$ cat src/verilog/mmio_settings.svh
`ifndef MMIO_SETTINGS_SVH
`define MMIO_SETTINGS_SVH

// Width of one screen coordinate
`define MMIO_COORD_BITS 7

// Signed vertical velocity width
`define MMIO_VEL_BITS 10

// Arena limits, y grows downward so the floor is the largest y
`define MMIO_ARENA_X_MAX 120
`define MMIO_FLOOR_Y 100

// Data memory word address width (1024 words)
`define MMIO_DMEM_ADDR_BITS 10

`endif

$ cat src/verilog/game_pkg.sv
`include "mmio_settings.svh"

package game_pkg;

	// One unsigned screen coordinate
	typedef logic [`MMIO_COORD_BITS-1:0] coord_t;

	// Packed position, x in the low bits and y in the high bits.
	// Box sizes reuse it with width in x and height in y.
	typedef struct packed {
		coord_t y;
		coord_t x;
	} pos_t;

	// Bit positions in the 4-bit wall word
	typedef enum logic [1:0] {
		WALL_LEFT    = 2'd0,
		WALL_RIGHT   = 2'd1,
		WALL_CEILING = 2'd2,
		WALL_FLOOR   = 2'd3
	} wall_bit_e;

	// Bit positions in the 4-bit collision word
	typedef enum logic [1:0] {
		COLL_OVERLAP  = 2'd0, // Boxes intersect
		COLL_P1_LEFT  = 2'd1, // P1 x below P2 x
		COLL_P1_ABOVE = 2'd2, // P1 y below P2 y
		COLL_HIT      = 2'd3  // Overlap while either player attacks
	} coll_bit_e;

endpackage

$ cat src/verilog/overlap_detect.sv
`timescale 1ns/10ps

module overlap_detect (
	input  logic clock,
	input  logic reset,
	input  game_pkg::pos_t pos_a,
	input  game_pkg::pos_t pos_b,
	input  game_pkg::pos_t size_a,
	input  game_pkg::pos_t size_b,
	input  logic attack_a,
	input  logic attack_b,
	output logic [3:0] coll
);
	localparam int CW = $bits(game_pkg::coord_t);

	logic [CW:0] a_x_end, a_y_end; // One extra bit for the carry
	logic [CW:0] b_x_end, b_y_end;
	logic x_hit, y_hit;
	logic [3:0] coll_next;

	assign a_x_end = pos_a.x + size_a.x;
	assign a_y_end = pos_a.y + size_a.y;
	assign b_x_end = pos_b.x + size_b.x;
	assign b_y_end = pos_b.y + size_b.y;

	// Each box starts before the other one ends, on both axes
	assign x_hit = ({1'b0, pos_a.x} < b_x_end) && ({1'b0, pos_b.x} < a_x_end);
	assign y_hit = ({1'b0, pos_a.y} < b_y_end) && ({1'b0, pos_b.y} < a_y_end);

	always_comb begin
		coll_next = 4'b0000;
		coll_next[game_pkg::COLL_OVERLAP] = x_hit && y_hit;
		coll_next[game_pkg::COLL_P1_LEFT] = pos_a.x < pos_b.x;
		coll_next[game_pkg::COLL_P1_ABOVE] = pos_a.y < pos_b.y;
		coll_next[game_pkg::COLL_HIT] = x_hit && y_hit && (attack_a || attack_b);
	end

	always_ff @(posedge clock) begin
		if (reset)
			coll <= 4'b0000;
		else
			coll <= coll_next;
	end

	// An attack only counts when the boxes touch
	assert property (@(posedge clock) disable iff (reset)
		coll[game_pkg::COLL_HIT] |-> coll[game_pkg::COLL_OVERLAP]);

endmodule

$ cat config.mk
export PLATFORM = sky130hd
export DESIGN_NAME = overlap_detect
export DESIGN_NICKNAME = d
export VERILOG_FILES = /design/src/verilog/game_pkg.sv /design/src/verilog/overlap_detect.sv
export VERILOG_INCLUDE_DIRS = /design/src /design/src/verilog
export SDC_FILE = /design/constraint.sdc
export NUM_CORES = 1
export LEC_CHECK = 0
export BUFFER_PORTS_ARGS = -buffer_cell sky130_fd_sc_hd__buf_2
export CORE_MARGIN = 2
export CORE_UTILIZATION = 53
export CTS_BUF_LIST = sky130_fd_sc_hd__clkbuf_4
export CTS_CLUSTER_SIZE = 14
export DETAILED_ROUTE_END_ITERATION = 16
export PLACE_DENSITY_LB_ADDON = 0.3
export SYNTH_ARGS = -nofsm -noshare
export SYNTH_HDL_FRONTEND = slang
export SYNTH_SLANG_ARGS = --single-unit
$ cat constraint.sdc
create_clock -name clock -period 3.7 [get_ports clock]
set_clock_uncertainty 0.2 [all_clocks]
set_input_delay 0.555 -clock clock [delete_from_list [all_inputs] [get_ports clock]]
set_output_delay 0.555 -clock clock [all_outputs]
set_load 0.02 [all_outputs]
# Yosys cells after proc, flatten, opt, wreduce, memory -nomap -nowiden
# Index checks and enable logic that the tools add are counted.
# word_totals
reg_bits	4
out_inout_bits	4
elab_cells	16
# classes
add_sub_neg	4
order_cmp	6
n_reduce_logical	5
# op_table
op	n
$add A7 B7 Y8	4
$lt A7 B8 Y1	4
$lt A7 B7 Y1	2
$logic_and A1 B1 Y1	4
$logic_or A1 B1 Y1	1

# Longest topological paths before layout
# logic_depth
word_depth	5
depth_mapped	13
mapped_depth_nobuf	13

# Worst setup path after synthesis
# OpenSTA, ideal clock, no wires.
# synth_timing
path_type	input to register
startpoint	in pos_a[7] (netlist name)
endpoint	reg coll[0]
setup_ps	116
arrival_time_ps	2817
required_ps	3384
setup_slack_ps	568
cell_stages	12
n_path_buf	0
path_cell_list	ha_1 fa_1 a21o_1 a21oi_1 o21bai_1 a21oi_1 xor2_1 ha_1 nand3_1 o21a_1 a311o_1 and3_1
# synth_via
elab_chain_cells	4
# synth_rtl
item	line_no	source
start, declared	overlap_detect.sv:6	input game_pkg::pos_t pos_a,
$add A7 B7 Y8	overlap_detect.sv:22	assign a_y_end = pos_a.y + size_a.y;
$lt A7 B8 Y1	overlap_detect.sv:28	assign y_hit = ({1'b0, pos_a.y} < b_y_end) && ({1'b0, pos_b.y} < a_y_end);
$logic_and A1 B1 Y1 (*)	overlap_detect.sv:28	
$logic_and A1 B1 Y1 (*)	overlap_detect.sv:32	coll_next[game_pkg::COLL_OVERLAP] = x_hit && y_hit;
end signal, assigned	overlap_detect.sv:42	coll <= coll_next;
end, declared	overlap_detect.sv:12	output logic [3:0] coll
# Every way passes the cells marked *; elsewhere a longest branch is shown, timed or not.
# A chain may end at the register's enable or synchronous reset.

# Worst setup path in the final report
# layout_timing
startpoint	in pos_b[7] (netlist name)
endpoint	reg coll[3]
# layout_via
elab_chain_cells	5
# layout_rtl
item	line_no	source
start, declared	overlap_detect.sv:7	input game_pkg::pos_t pos_b,
$add A7 B7 Y8	overlap_detect.sv:24	assign b_y_end = pos_b.y + size_b.y;
$lt A7 B8 Y1	overlap_detect.sv:28	
$logic_and A1 B1 Y1 (*)	overlap_detect.sv:28	
$logic_and A1 B1 Y1 (*) (2 in a row)	overlap_detect.sv:35	coll_next[game_pkg::COLL_HIT] = x_hit && y_hit && (attack_a || attack_b);
# Marks and branches as above.

==> qor.yml <==
yosys:
  synth_area_leaders: "ha_1 43%, a21oi_1 7.0%, xnor2_1 6.1%, a21o_1 5.2%, inv_1 4.4%"
  async_reset_ff_share_pct: 0
  ys.flop_type: "dfxtp_1"
  synthDistinctLibCells: 31
  synth_area_sq_um: 1870
  syn-num-nets: 351
  ys_top_cells_by_count: "64 x ha_1, 26 x a21oi_1, 22 x inv_1"
  avgSynthCellArea_sq_um: 8.37
  synth_warnings: 0
  synthCells: 223
  synth-seq-cells: 4
  yosysMostFrequentCell: "ha_1"
  ys_seq_area_share_pct: 4.29
  synth_edf_count: 0
  yosys.area.top_type: "ha_1"
  yosys.area.top_type_share_pct: 42.9
timing:
  finalCritPeriodShare_pct: 87.0
  fin_tns_setup_ns: 0
  finalSetupViolations: 0
  drv_slew: 0
  worstMarginPinSlew_ns: 0.497
  fin_crit_ns: 3.22
  finalHoldViolCount: 0
  relSlewSlack_pct: 66.5
  holdWs_ns: 0.380
  max_freq_mhz: 311
  rsz0062_at_grt: "false"
die:
  core_sq_um: 3360
  die_w_microns: 63.3
  io_pins: 64
  die_h_microns: 63.3
  dieArea_sq_um: 4010
  rows: 21
  start_util_pct: 55.5
grt:
  grt_max_degree: 6
  grt_usage_pct: 20.8
  grt_pass1_vias: 1826
  antenna_found_initial: 0
  grt_pass1_wl_mm: 7.02
  grt_overflow: 0
run_status:
  status: "completed"
detailed_routing:
  drt-pass1-iter-count: 4
  vias: 1836
  drc: 0
  drtIter0Drc: 34
  drt_wl_total_mm: 3.82
  post_drt_wl_per_cell_microns: 11.4
  vias_per_cell: 5.48
  ant_nets: 0
clock_network:
  cts_sinks: 4
  root_buffer: "clkbuf_4"
  cts_made_buffers: 3
  htree_levels: 1
  clockBufferDepth: 2
  cts.repair.resized: 0
  cts_tree: "built"
  cts.clk_slew.worst_paths_ns: 0.04
  post-cts-setup-buffers: 0
  cts_hold_buf: 0
final_layout:
  top_regs: "coll: 4 flops"
  diodes: 0
  largest_reg_flops: 4
  area_delta_synth_final_pct: 21.2
  fill_cells: 346
  final_nets: 419
  regMostFlops: "coll"
  drive_above_1_share_pct: 23.2
critical_path:
  crit_fanout: 3
  critPathRequiredTime_ns: 3.68
  critPathArrivalTime_ns: 3.20
  slowest_stage: "fa_1"
  crit_path_end_kind: "flip-flop"
  criticalPathCategory: "in -> reg"
  path_cells: "buf_2, ha_1, fa_1, a21o_1, a21oi_1, o21bai_1, a21oi_1, xor2_1, ha_1, a211oi_1, o211ai_1, a21oi_1, o2111a_1"
  critPathLaunchType: "input pin"
  cp_slowest_stage_delay_ns: 0.41
  crit_top_cell: "a21oi_1"
pwr:
  p_leak_nw: 1.28
  vdd_drop_max_uv: 97.9
  p_per_area_nw_per_um2: 210
min_path:
  hold_class: "in -> reg"
job:
  cap_violations: 0
placement:
  gp_congestion: 0.776
  dp_hpwl_mm: 3.60
  port-buffer-count: 63
==> worst max-delay path: cells and delay by family <==
| kind | cells | cell delay (ns) |
|---|---|---|
| xor+xnor | 1 | 0.16 |
| buf+inv | 1 | 0.11 |
| compound gates | 8 | 1.48 |
| fa+ha+maj | 3 | 0.90 |
==> placed cells by master, fill, tap and decap left out, types with 2 or more instances in the layout <==
master / count
clkbuf_4: 3
a21oi_1: 26
buf_2: 63
nor3_1: 2
a31oi_1: 4
fa_1: 4
o21bai_1: 6
dfxtp_1: 4
nand2b_1: 6
a211oi_1: 3
o21ai_0: 10
nor2b_1: 5
xnor2_1: 13
nand2_1: 5
ha_1: 64
xor2_1: 7
inv_1: 22
a211o_1: 2
nand3_1: 6
a21o_1: 13
nor2_1: 9
==> routing by layer <==
metal / part of all wire, % / global-route usage [%] / vias up
met2: 53 / 42.2 / 41
met1: 42 / 23.4 / 839
met5: 0 / 0 / -
met4: 0.18 / 1.63 / 0
met3: 4.4 / 2.68 / 2
li1: - / - / 954
==> where the power goes <==
part | switching [mW] | total (mW) | internal, mW
clock network | 0.0212 | 0.0577 | 0.0365
registers | 0.00144 | 0.0526 | 0.0511
logic | 0.186 | 0.365 | 0.179
total | 0.208 | 0.475 | 0.266
==> through the flow <==
stage	area [sq um]	utilization (%)	worst slack (ns)	power [mW]	cells
global route	2260	67.2	0.327	0.541	335
floorplan	1870	-	0.568	0.316	223
finish	2260	67.2	0.482	0.475	335
CTS	2260	67.2	0.481	0.482	335
global placement	2240	66.6	0.333	0.409	332
detailed placement	2240	66.6	0.239	0.423	332
==> kinds of logic (layout without fill, tap and decap cells) <==
| group | Yosys count | in the layout | synth area share (%) |
|---|---|---|---|
| adders and majority gates | 68 | 68 | 47.2 |
| xor gates and xnor gates | 20 | 20 | 9.39 |
| AOI/OAI and AO/OA | 71 | 71 | 24.2 |
| buffers and inverters | 22 | 88 | 4.43 |
| and+or+nand+nor | 38 | 38 | 10.5 |
| DFF | 4 | 4 | 4.29 |
==> final timing paths <==
kind / to / cells after the start / slack, ns / startpoint
worst max-delay path: coll[3]$_SDFF_PP0_ / 13 / 0.48 / pos_b[7]
worst min-delay path: coll[3]$_SDFF_PP0_ / 2 / 0.38 / attack_a
==> area by class of cell <==
cell class	count	area (sq um)	share of cell area (%)
sequential	4	80.1	3.54
tap	46	57.6	2.55
inverter	22	82.6	3.65
clock buffer	3	22.5	0.996
multi-input combinational	197	1700	75.3
timing repair buffer	63	315	13.9
Power figures use the tool's default switching activity.
