$ cat config.mk
export PLATFORM = sky130hd
export DESIGN_NAME = physics_unit
export DESIGN_NICKNAME = d
export VERILOG_FILES = /design/src/verilog/game_pkg.sv /design/src/verilog/physics_unit.sv
export VERILOG_INCLUDE_DIRS = /design/src /design/src/verilog
export SDC_FILE = /design/constraint.sdc
export NUM_CORES = 1
export LEC_CHECK = 0
export BUFFER_PORTS_ARGS = -buffer_cell sky130_fd_sc_hd__buf_2
export CORE_MARGIN = 2
export CORE_UTILIZATION = 61
export DETAILED_ROUTE_END_ITERATION = 6
export GPL_ROUTABILITY_DRIVEN = 1
export HOLD_SLACK_MARGIN = 0.1
export PLACE_DENSITY_LB_ADDON = 0.05
export SKIP_LAST_GASP = 1
export SYNTH_ARGS = -nofsm -noshare
export SYNTH_HDL_FRONTEND = slang
export SYNTH_SLANG_ARGS = --single-unit
$ cat constraint.sdc
create_clock -name clock -period 12.5 [get_ports clock]
set_input_delay 2.5 -clock clock [delete_from_list [all_inputs] [get_ports clock]]
set_output_delay 2.5 -clock clock [all_outputs]
set_load 0.05 [all_outputs]
$ cat src/verilog/mmio_settings.svh
`ifndef MMIO_SETTINGS_SVH
`define MMIO_SETTINGS_SVH

// Width of one screen coordinate
`define MMIO_COORD_BITS 7

// Signed vertical velocity width
`define MMIO_VEL_BITS 10

// Arena limits, y grows downward so the floor is the largest y
`define MMIO_ARENA_X_MAX 120
`define MMIO_FLOOR_Y 100

// Data memory word address width (1024 words)
`define MMIO_DMEM_ADDR_BITS 10

`endif

$ cat src/verilog/game_pkg.sv
`include "mmio_settings.svh"

package game_pkg;

	// One unsigned screen coordinate
	typedef logic [`MMIO_COORD_BITS-1:0] coord_t;

	// Packed position, x in the low bits and y in the high bits.
	// Box sizes reuse it with width in x and height in y.
	typedef struct packed {
		coord_t y;
		coord_t x;
	} pos_t;

	// Bit positions in the 4-bit wall word
	typedef enum logic [1:0] {
		WALL_LEFT    = 2'd0,
		WALL_RIGHT   = 2'd1,
		WALL_CEILING = 2'd2,
		WALL_FLOOR   = 2'd3
	} wall_bit_e;

	// Bit positions in the 4-bit collision word
	typedef enum logic [1:0] {
		COLL_OVERLAP  = 2'd0, // Boxes intersect
		COLL_P1_LEFT  = 2'd1, // P1 x below P2 x
		COLL_P1_ABOVE = 2'd2, // P1 y below P2 y
		COLL_HIT      = 2'd3  // Overlap while either player attacks
	} coll_bit_e;

endpackage

$ cat src/verilog/physics_unit.sv
`timescale 1ns/10ps
`include "mmio_settings.svh"

module physics_unit (
	input  logic clock,
	input  logic reset,
	input  logic frame,
	input  logic load_start,
	input  game_pkg::pos_t start_pos,
	input  logic signed [7:0] gravity,
	input  logic signed [7:0] step_x,
	output game_pkg::pos_t position,
	output logic [3:0] wall
);
	localparam int CW = `MMIO_COORD_BITS;
	localparam int VW = `MMIO_VEL_BITS;
	localparam int WW = VW + 2; // Wide enough for any coordinate sum

	localparam logic signed [VW:0] VEL_MAX = (2 ** (VW - 1)) - 1;
	localparam logic signed [VW:0] VEL_MIN = -(2 ** (VW - 1));
	localparam logic signed [WW-1:0] X_LIMIT = `MMIO_ARENA_X_MAX;
	localparam logic signed [WW-1:0] Y_LIMIT = `MMIO_FLOOR_Y;

	logic signed [VW-1:0] vel;
	logic signed [VW:0] vel_sum;
	logic signed [VW-1:0] vel_sat;
	logic signed [VW-1:0] vel_next;
	logic signed [WW-1:0] x_wide;
	logic signed [WW-1:0] y_wide;
	game_pkg::pos_t pos_next;
	logic [3:0] wall_next;
	logic step;

	// Start load takes priority over the frame step
	assign step = frame && !load_start;

	// Gravity accumulates into the velocity with saturation
	assign vel_sum = vel + gravity;

	always_comb begin
		if (vel_sum > VEL_MAX)
			vel_sat = VEL_MAX[VW-1:0];
		else if (vel_sum < VEL_MIN)
			vel_sat = VEL_MIN[VW-1:0];
		else
			vel_sat = vel_sum[VW-1:0];
	end

	assign x_wide = $signed({1'b0, position.x}) + step_x;
	assign y_wide = $signed({1'b0, position.y}) + vel_sat;

	// Arena clamping, wall word rebuilt from scratch every step
	always_comb begin
		wall_next = 4'b0000;
		vel_next = vel_sat;

		if (x_wide < 0) begin
			pos_next.x = '0;
			wall_next[game_pkg::WALL_LEFT] = 1'b1;
		end else if (x_wide > X_LIMIT) begin
			pos_next.x = X_LIMIT[CW-1:0];
			wall_next[game_pkg::WALL_RIGHT] = 1'b1;
		end else begin
			pos_next.x = x_wide[CW-1:0];
		end

		if (y_wide < 0) begin
			pos_next.y = '0;
			wall_next[game_pkg::WALL_CEILING] = 1'b1;
			vel_next = '0; // Bumped the ceiling
		end else if (y_wide > Y_LIMIT) begin
			pos_next.y = Y_LIMIT[CW-1:0];
			wall_next[game_pkg::WALL_FLOOR] = 1'b1;
			vel_next = '0; // Landed
		end else begin
			pos_next.y = y_wide[CW-1:0];
		end
	end

	always_ff @(posedge clock) begin
		if (reset) begin
			position <= '0;
			vel <= '0;
			wall <= 4'b0000;
		end else if (load_start) begin
			position <= start_pos;
			vel <= '0;
			wall <= 4'b0000;
		end else if (frame) begin
			position <= pos_next;
			vel <= vel_next;
			wall <= wall_next;
		end
	end

	// A step never leaves the player outside the arena
	assert property (@(posedge clock) disable iff (reset)
		step |=> (position.x <= X_LIMIT[CW-1:0]) && (position.y <= Y_LIMIT[CW-1:0]));

	// Landing on the floor always stops the fall
	assert property (@(posedge clock) disable iff (reset)
		$rose(wall[game_pkg::WALL_FLOOR]) |-> (vel == '0));

endmodule

==> Word-level counts from Yosys, hierarchy flattened <==
Index checks and enable logic that the tools add are counted.
{ "totals": {"register_bits": 28, "latch_bits": 0, "mem_bits_rw": 0, "romBits": 0, "out_inout_bits": 18, "memories": 0} }
{ "classes": {"addsub": 3, "mul": 0, "div_mod_pow": 0, "order_cmp": 6, "eq_ne": 0, "shifts": 0, "mux": 16, "bitwise_logic": 0, "n_reduce_logical": 2} }
{ "op_table": {"columns": ["operator", "count"], "rows": [
  ["$mux W10", 4],
  ["$mux W14", 2],
  ["$mux W7", 4],
  ["$add A10 B8 Y11", 1],
  ["$add A8 B10 Y11", 1],
  ["$gt A11 B10 Y1 const B", 1],
  ["$gt A11 B8 Y1 const B", 1],
  ["$lt A11 B1 Y1 const B", 1],
  ["$lt A11 B10 Y1 const B", 1],
  ["$add A8 B8 Y9", 1],
  ["$gt A9 B8 Y1 const B", 1],
  ["$lt A9 B1 Y1 const B", 1],
  ["$mux W1", 6],
  ["$reduce_bool A2 Y1", 1],
  ["$reduce_or A2 Y1", 1]
]} }

==> Logic depth before layout (Yosys ltp) <==
Gate-level depths: netlist of the first run.
{ "logic_depth": {"depth_word": 10, "mapped_depth": 23} }

==> Least setup slack after synthesis of the first run <==
No wires, ideal clock.
{ "synth_timing": {"kind": "in2reg", "startpoint": "input gravity[0]", "endpoint": "register wall[3]", "setup_time_ps": 116, "t_arrival_ps": 6776, "setup_slack_ps": 5608, "path_stages": 21, "path_buffers": 0, "cell_sequence": "ha_1 > inv_1 > fa_1 > nand2b_1 > a21oi_4 > o21ai_2 > and2_1 > nand3_1 > a21boi_1 > o21a_1 > ha_1 > inv_1 > fa_1 > nor2b_1 > o31a_1 > a21oi_1 > or2_1 > or4_1 > or4b_1 > a21oi_2 > a2bb2oi_2"} }
{ "synth_between": {"elab_chain_cells": 8, "elab_cells_between_ends": 10} }
{ "synth_lines": {"columns": ["element", "line", "rtl"], "rows": [
  ["start: declaration", "physics_unit.sv:10", "input logic signed [7:0] gravity,"],
  ["$add A10 B8 Y11 (*)", "physics_unit.sv:38", "assign vel_sum = vel + gravity;"],
  ["$lt A11 B10 Y1", "physics_unit.sv:43", "else if (vel_sum < VEL_MIN)"],
  ["$mux W10", "physics_unit.sv:43", null],
  ["$mux W10 (*)", "physics_unit.sv:41", "if (vel_sum > VEL_MAX)"],
  ["$add A8 B10 Y11 (*)", "physics_unit.sv:50", "assign y_wide = $signed({1'b0, position.y}) + vel_sat;"],
  ["$gt A11 B8 Y1", "physics_unit.sv:71", "end else if (y_wide > Y_LIMIT) begin"],
  ["$mux W1", "physics_unit.sv:71", null],
  ["$mux W1 (*)", "physics_unit.sv:67", "if (y_wide < 0) begin"],
  ["end signal: assignment", "physics_unit.sv:92", "wall <= wall_next;"],
  ["end: declaration", "physics_unit.sv:13", "output logic [3:0] wall"]
]} }
Every way passes the cells marked *; elsewhere a longest branch is shown, timed or not.
A chain may end at the register's enable or synchronous reset.

==> Worst setup path after layout of the first run <==
Ends and elaborated chain as after synthesis.

==> flow_metrics.env, run 1 <==
export IMPL_clockBufferDepth=2
export IMPL_cts_htree_levels=1
export IMPL_synthMuxAreaShare_pct=0
export IMPL_critPathMaxStageDelay_ps=560
export IMPL_final_hold_viol_count=0
export IMPL_skew_ps=3.91
export IMPL_min_period_ps=7180
export IMPL_setup_viol=0
export IMPL_synth_adder_area_share_pct=13.1
export IMPL_routed_wl_met3_um=437
export IMPL_endpoint_kind="flop"
export IMPL_dieArea_sq_um=5050
export IMPL_coreArea_sq_um=4350
export IMPL_io_pins=52
export IMPL_synth_area_leaders="dfxtp_1, ha_1, a21oi_1"
export IMPL_grt_pass1_wl_mm=11.3
export IMPL_vias=2611
export IMPL_post_synth_top_count_cell="a21oi_1"
export IMPL_final_core_util_pct=70.9
export IMPL_die_y_um=71.1
export IMPL_area_growth_pct=12.5
export IMPL_row_count=24
export IMPL_place_gp_congestion=0.912
export IMPL_period_share_pct=57.4
export IMPL_yosysSeqAreaShare_pct=20.4
export IMPL_maxCapViolCount=0
export IMPL_start_kind="input pin"
export IMPL_syn_inst=316
export IMPL_root_buffer="clkbuf_8"
export IMPL_synth_compound_area_share_pct=38.8
export IMPL_rsz0062_at_grt="false"
export IMPL_io_buffers=51
export IMPL_dpl_worst_slack_ps=5090
export IMPL_outcome="completed"
export IMPL_path_cells="buf_2 -> ha_1 -> inv_1 -> fa_1 -> nand2b_1 -> a21oi_4 -> o21ai_2 -> and2_1 -> nand3_1 -> a21boi_1 -> o21a_1 -> ha_1 -> inv_1 -> fa_1 -> nor2b_1 -> o31a_1 -> a21oi_1 -> or2_1 -> or4_1 -> or4b_1 -> a21oi_2 -> a2bb2oi_2"
export IMPL_synth_ff_type="dfxtp_1"
export IMPL_cts_setup_buffers=0
export IMPL_synth_warnings=0
export IMPL_fillers=354
export IMPL_met1Wirelength_mm=3.13
export IMPL_total_power_uw=268
export IMPL_antennaDiodeCount=0
export IMPL_post_dp_hpwl_mm=5.20
export IMPL_drv_slew=0
export IMPL_antenna_left=0
export IMPL_first_iter_violations=136
export IMPL_timing_fmax_ghz=0.139
export IMPL_powerDensity_nw_per_um2=86.7
export IMPL_required_ps=12660
export IMPL_synth_top_family_by_area="compound AO/OA/AOI/OAI gates"
export IMPL_dr_pass1_iters=5
export IMPL_synth_common_cells="a21oi_1, dfxtp_1, ha_1"
export IMPL_grt_antenna_before_repair=0
export IMPL_wl_mm=6.62
export IMPL_synth_simple_area_share_pct=18.2
export IMPL_clk_latency_ps=290
export IMPL_path_max_fanout=7
export IMPL_min_path_type="reg2reg"
export IMPL_drc_errors=0
export IMPL_clock_sinks=28
export IMPL_fin_tns_setup_ps=0
export IMPL_synth_edff_count=0
export IMPL_rr_startpoint="vel[0]"
export IMPL_track_usage_pct=27.3
export IMPL_cp_top_family="simple AND/OR/NAND/NOR gates"
export IMPL_initial_utilization_pct=63.0
export IMPL_nets=423
export IMPL_cts_tree="done"
export IMPL_grt_max_degree=36
export IMPL_dieWidth_um=71.1
export IMPL_cts_buffers=3
export IMPL_crit_slowest_cell="or4b_1"
export IMPL_worst_pin_slew_ps=735
export IMPL_grt_overflow_total=0
export IMPL_fin_hold_ws_ps=484
export IMPL_top_layer="met4"
export IMPL_critPathLaunch="gravity[0]"
export IMPL_grt_pass1_vias=2420
export IMPL_path_buf_inv=3
export IMPL_slew_limit_headroom_pct=50.5
export IMPL_drive_gt1_share_pct=24.4
export IMPL_p_leak_uw=0.00136
export IMPL_setup_ws_ps=5320
export IMPL_yosysTopAreaCell="dfxtp_1"
export IMPL_async_reset_ff_share_pct=0
export IMPL_cts_hold_buf=0
export IMPL_yosysUniqueCellTypes=70
export IMPL_wl_met2_mm=2.96
export IMPL_vias_per_cell=6.32
export IMPL_crit_arrival_ps=7340
export IMPL_ir_drop_uv=56.0
export IMPL_synth_top_area_share_pct=20.4
export IMPL_ctsResizeCount=0
export IMPL_synth_avg_cell_area_sq_um=8.68
export IMPL_critPathKind="in2reg"
export IMPL_clk_pin_slew_worst_paths_ps=100
export IMPL_hp_start="vel[9]"
export IMPL_ys_ff_latch=28
export IMPL_post_drt_wl_per_cell_um=16.0
export IMPL_synth_nets=377
export IMPL_synth_xor_area_share_pct=4.47
export IMPL_syn_area_sq_um=2740
-- kinds of logic after synthesis --
kind of cell	count (synthesis)
flip-flops	28
XOR/XNOR	14
AND/OR/NAND/NOR	85
buffers and inverters	32
AO/OA/AOI/OAI	130
adder cells (fa/ha/maj)	27
-- metrics by stage --
step / instances / instance area (sq um)
CTS: 413 / 3090
floorplan: 316 / 2740
detailed placement: 409 / 3020
global route: 413 / 3090
global placement: 409 / 3020
finish: 413 / 3090
-- layout make-up --
cell class                 count  area, sq um  share of cell area (%)
timing repair buffer          52          263                    8.51
inverter                      21         78.8                    2.55
clock inverter                 1         30.0                   0.973
sequential                    28          561                    18.2
tap                           52         65.1                    2.11
clock buffer                   3         41.3                    1.34
multi-input combinational    256         2050                    66.4
-- where the power goes --
part	switching [uW]	leakage, uW	internal (uW)
Sequential	2.83	0.000229	92.9
Combinational	62.8	0.00109	35.6
Clock	30.7	0.0000357	43.0
-- path summary, 6_finish.rpt --
kind | endpoint | slack (ps) | cells past startpoint
max | wall[3] | 5320 | 22
min | vel[9] | 480 | 1
max reg2reg | wall[3] | 7260 | 21
min reg2reg | vel[9] | 480 | 1
-- metal layers --
metal / GRT usage, % / vias up
met5: 0 / -
met4: 7.34 / 0
met3: 2.99 / 12
met2: 43.6 / 91
met1: 39.1 / 1200
li1: - / 1308
-- cells in the final DEF, fill, tap and decap left out, drive strengths merged, types with 2 or more instances in the layout --
master,n
o31a,2
nor3b,12
ha,24
a32o,10
a211oi,11
a21o,11
nor4,3
buf,52
a21oi,40
and3,2
o21a,2
and2,4
nor2,24
inv,21
a31oi,3
o2bb2ai,4
clkbuf,3
xor2,6
a2111oi,2
nor2b,6
nand3,4
o21ai,15
or2,2
dfxtp,28
o41ai,2
o211ai,4
a31o,2
nor3,11
nand2b,5
a41o,4
nand2,6
o311ai,4
or3,2
xnor2,8
fa,3
o21bai,3
-- sequential cells by signal, summed over array words and instances (netlist names) --
| register | cells |
|---|---|
| vel | 10 |
| position | 14 |
| wall | 4 |
No activity file was read; power rests on OpenSTA's default activity.
==> inputs of run 2 (changes only) <==
ABC_AREA = 1   (was default)
CORE_UTILIZATION = 50   (was 61)
clock period = 6.2 ns   (was 12.5 ns; I/O delays follow)
==> flow_metrics.env, run 2 <==
export IMPL_synth_area_leaders="dfxtp_1, nand2_1, ha_1"
export IMPL_nets=464
export IMPL_fin_tns_setup_ps=0
export IMPL_rsz0062_at_grt="false"
export IMPL_endpoint_kind="flop"
export IMPL_critPathMaxStageDelay_ps=460
export IMPL_required_ps=6410
export IMPL_io_pins=52
export IMPL_post_synth_top_count_cell="nand2_1"
export IMPL_cts_tree="done"
export IMPL_slew_limit_headroom_pct=32.8
export IMPL_syn_inst=354
export IMPL_ctsResizeCount=0
export IMPL_min_period_ps=4760
export IMPL_wl_mm=5.86
export IMPL_synth_edff_count=0
export IMPL_ir_drop_uv=101
export IMPL_first_iter_violations=136
export IMPL_place_area_sq_um=2720
export IMPL_powerDensity_nw_per_um2=183
export IMPL_drc_errors=0
export IMPL_path_max_fanout=10
export IMPL_drive_gt1_share_pct=19.2
export IMPL_top_regs="position (14), vel (10), wall (4)"
export IMPL_path_buf_inv=4
export IMPL_regMostFlops="position"
export IMPL_clock_sinks=28
export IMPL_io_buffers=51
export IMPL_coreArea_sq_um=4690
export IMPL_crit_slowest_cell="fa_1"
export IMPL_final_core_util_pct=59.0
export IMPL_syn_area_sq_um=2430
export IMPL_ys_ff_latch=28
export IMPL_cts_buffers=3
export IMPL_synth_ff_type="dfxtp_1"
export IMPL_yosysTopAreaCell="dfxtp_1"
export IMPL_yosysUniqueCellTypes=32
export IMPL_synth_warnings=0
export IMPL_place_gp_congestion=0.908
export IMPL_synth_nets=415
export IMPL_grt_overflow_total=0
export IMPL_synth_common_cells="nand2_1, a21oi_1, inv_1"
export IMPL_final_common_cell="nand2_1"
export IMPL_min_path_type="reg2reg"
export IMPL_antennaDiodeCount=0
export IMPL_crit_arrival_ps=4970
export IMPL_dr_pass1_iters=4
export IMPL_critPathKind="in2reg"
export IMPL_period_share_pct=76.7
export IMPL_path_cells="buf_2 -> ha_1 -> inv_1 -> fa_1 -> nand3b_1 -> nand4_1 -> nand2_2 -> inv_2 -> nand2_4 -> a21oi_1 -> inv_1 -> fa_1 -> o31ai_1 -> nand2_1 -> nand2_1 -> nand4_1 -> nor2_1 -> nor2_1 -> nor2_2 -> nand3_1 -> a21oi_1"
export IMPL_post_dp_hpwl_mm=4.73
export IMPL_grt_pass1_vias=2171
export IMPL_track_usage_pct=22.1
export IMPL_grt_max_degree=21
export IMPL_grt_pass1_wl_mm=9.61
export IMPL_row_count=25
export IMPL_skew_ps=1.89
export IMPL_cts_setup_buffers=0
export IMPL_area_growth_pct=14.0
export IMPL_initial_utilization_pct=51.8
export IMPL_p_leak_uw=0.00138
export IMPL_cts_hold_buf=0
export IMPL_async_reset_ff_share_pct=0
export IMPL_worst_pin_slew_ps=1000
export IMPL_largest_reg_flops=14
export IMPL_clk_pin_slew_worst_paths_ps=100
export IMPL_final_hold_viol_count=0
export IMPL_dieArea_sq_um=5430
export IMPL_post_drt_wl_per_cell_um=12.9
export IMPL_clockBufferDepth=2
export IMPL_outcome="completed"
export IMPL_timing_fmax_ghz=0.210
export IMPL_fin_area_sq_um=2770
export IMPL_synth_top_area_share_pct=23.1
export IMPL_cp_top_family="simple AND/OR/NAND/NOR gates"
export IMPL_die_y_um=73.7
export IMPL_clk_latency_ps=280
export IMPL_vias=2475
export IMPL_dieWidth_um=73.7
export IMPL_yosysSeqAreaShare_pct=23.1
export IMPL_antenna_left=0
export IMPL_start_kind="input pin"
export IMPL_mostFrequentLayoutCells="nand2_1, buf_2, a21oi_1"
export IMPL_drv_slew=0
export IMPL_vias_per_cell=5.43
export IMPL_grt_antenna_before_repair=0
export IMPL_setup_viol=0
export IMPL_synth_avg_cell_area_sq_um=6.86
export IMPL_maxCapViolCount=0
export IMPL_root_buffer="clkbuf_8"
export IMPL_cts_htree_levels=1
run 2: stage by stage:
step | instances | total power (uW) | setup slack [ps] | hold WS [ps]
2_1_floorplan | 354 | 352 | 1770 | 449
5_1_grt | 456 | 541 | 981 | 502
3_5_place_dp | 452 | 395 | 1110 | 468
6_report | 456 | 507 | 1440 | 478
4_1_cts | 456 | 510 | 1410 | 482
3_3_place_gp | 452 | 393 | 1230 | 459
run 2: logic make-up after synthesis:
kind of cell	share of synthesized area [%]
adders and majority gates	14.8
xor gates and xnor gates	5.05
AOI/OAI and AO/OA	18.6
buffers and inverters	7.26
DFF	23.1
and+or+nand+nor	31.2
run 2: layer usage:
metal / global-route usage [%] / vias to the layer above / routed length, um
li1: - / 1295 / -
met1: 30.6 / 1117 / 2850
met2: 36.9 / 59 / 2710
met3: 2.47 / 4 / 274
met4: 4.65 / 0 / 28
met5: 0 / - / 0
run 2: layout make-up:
class,instances,area (sq um)
sequential,28,561
fill,477,1920
clock buffer,4,55.1
timing repair buffer,51,255
tap,54,67.6
multi-input combinational,282,1690
inverter,37,139
run 2: power breakdown:
part	switching, uW	leakage [uW]	internal (uW)
combinational	129	0.00112	67.6
clock	59.2	0.0000288	57.0
sequential	6.80	0.000229	188
total	195	0.00138	312
run 2: path summary, 6_finish.rpt:
kind	from	endpoint	slack [ps]	cells past startpoint
worst min register to register	vel[0]	vel[0]	480	2
worst max register to register	vel[0]	vel[9]	2140	20
worst min-delay path	vel[0]	vel[0]	480	2
worst max-delay path	gravity[0]	vel[9]	1440	21
run 2: tightest hold or removal path, cell delays in order (launching register included):
cell,delay (ps)
dfxtp_1,320
nand2_1,60
a21oi_1,60
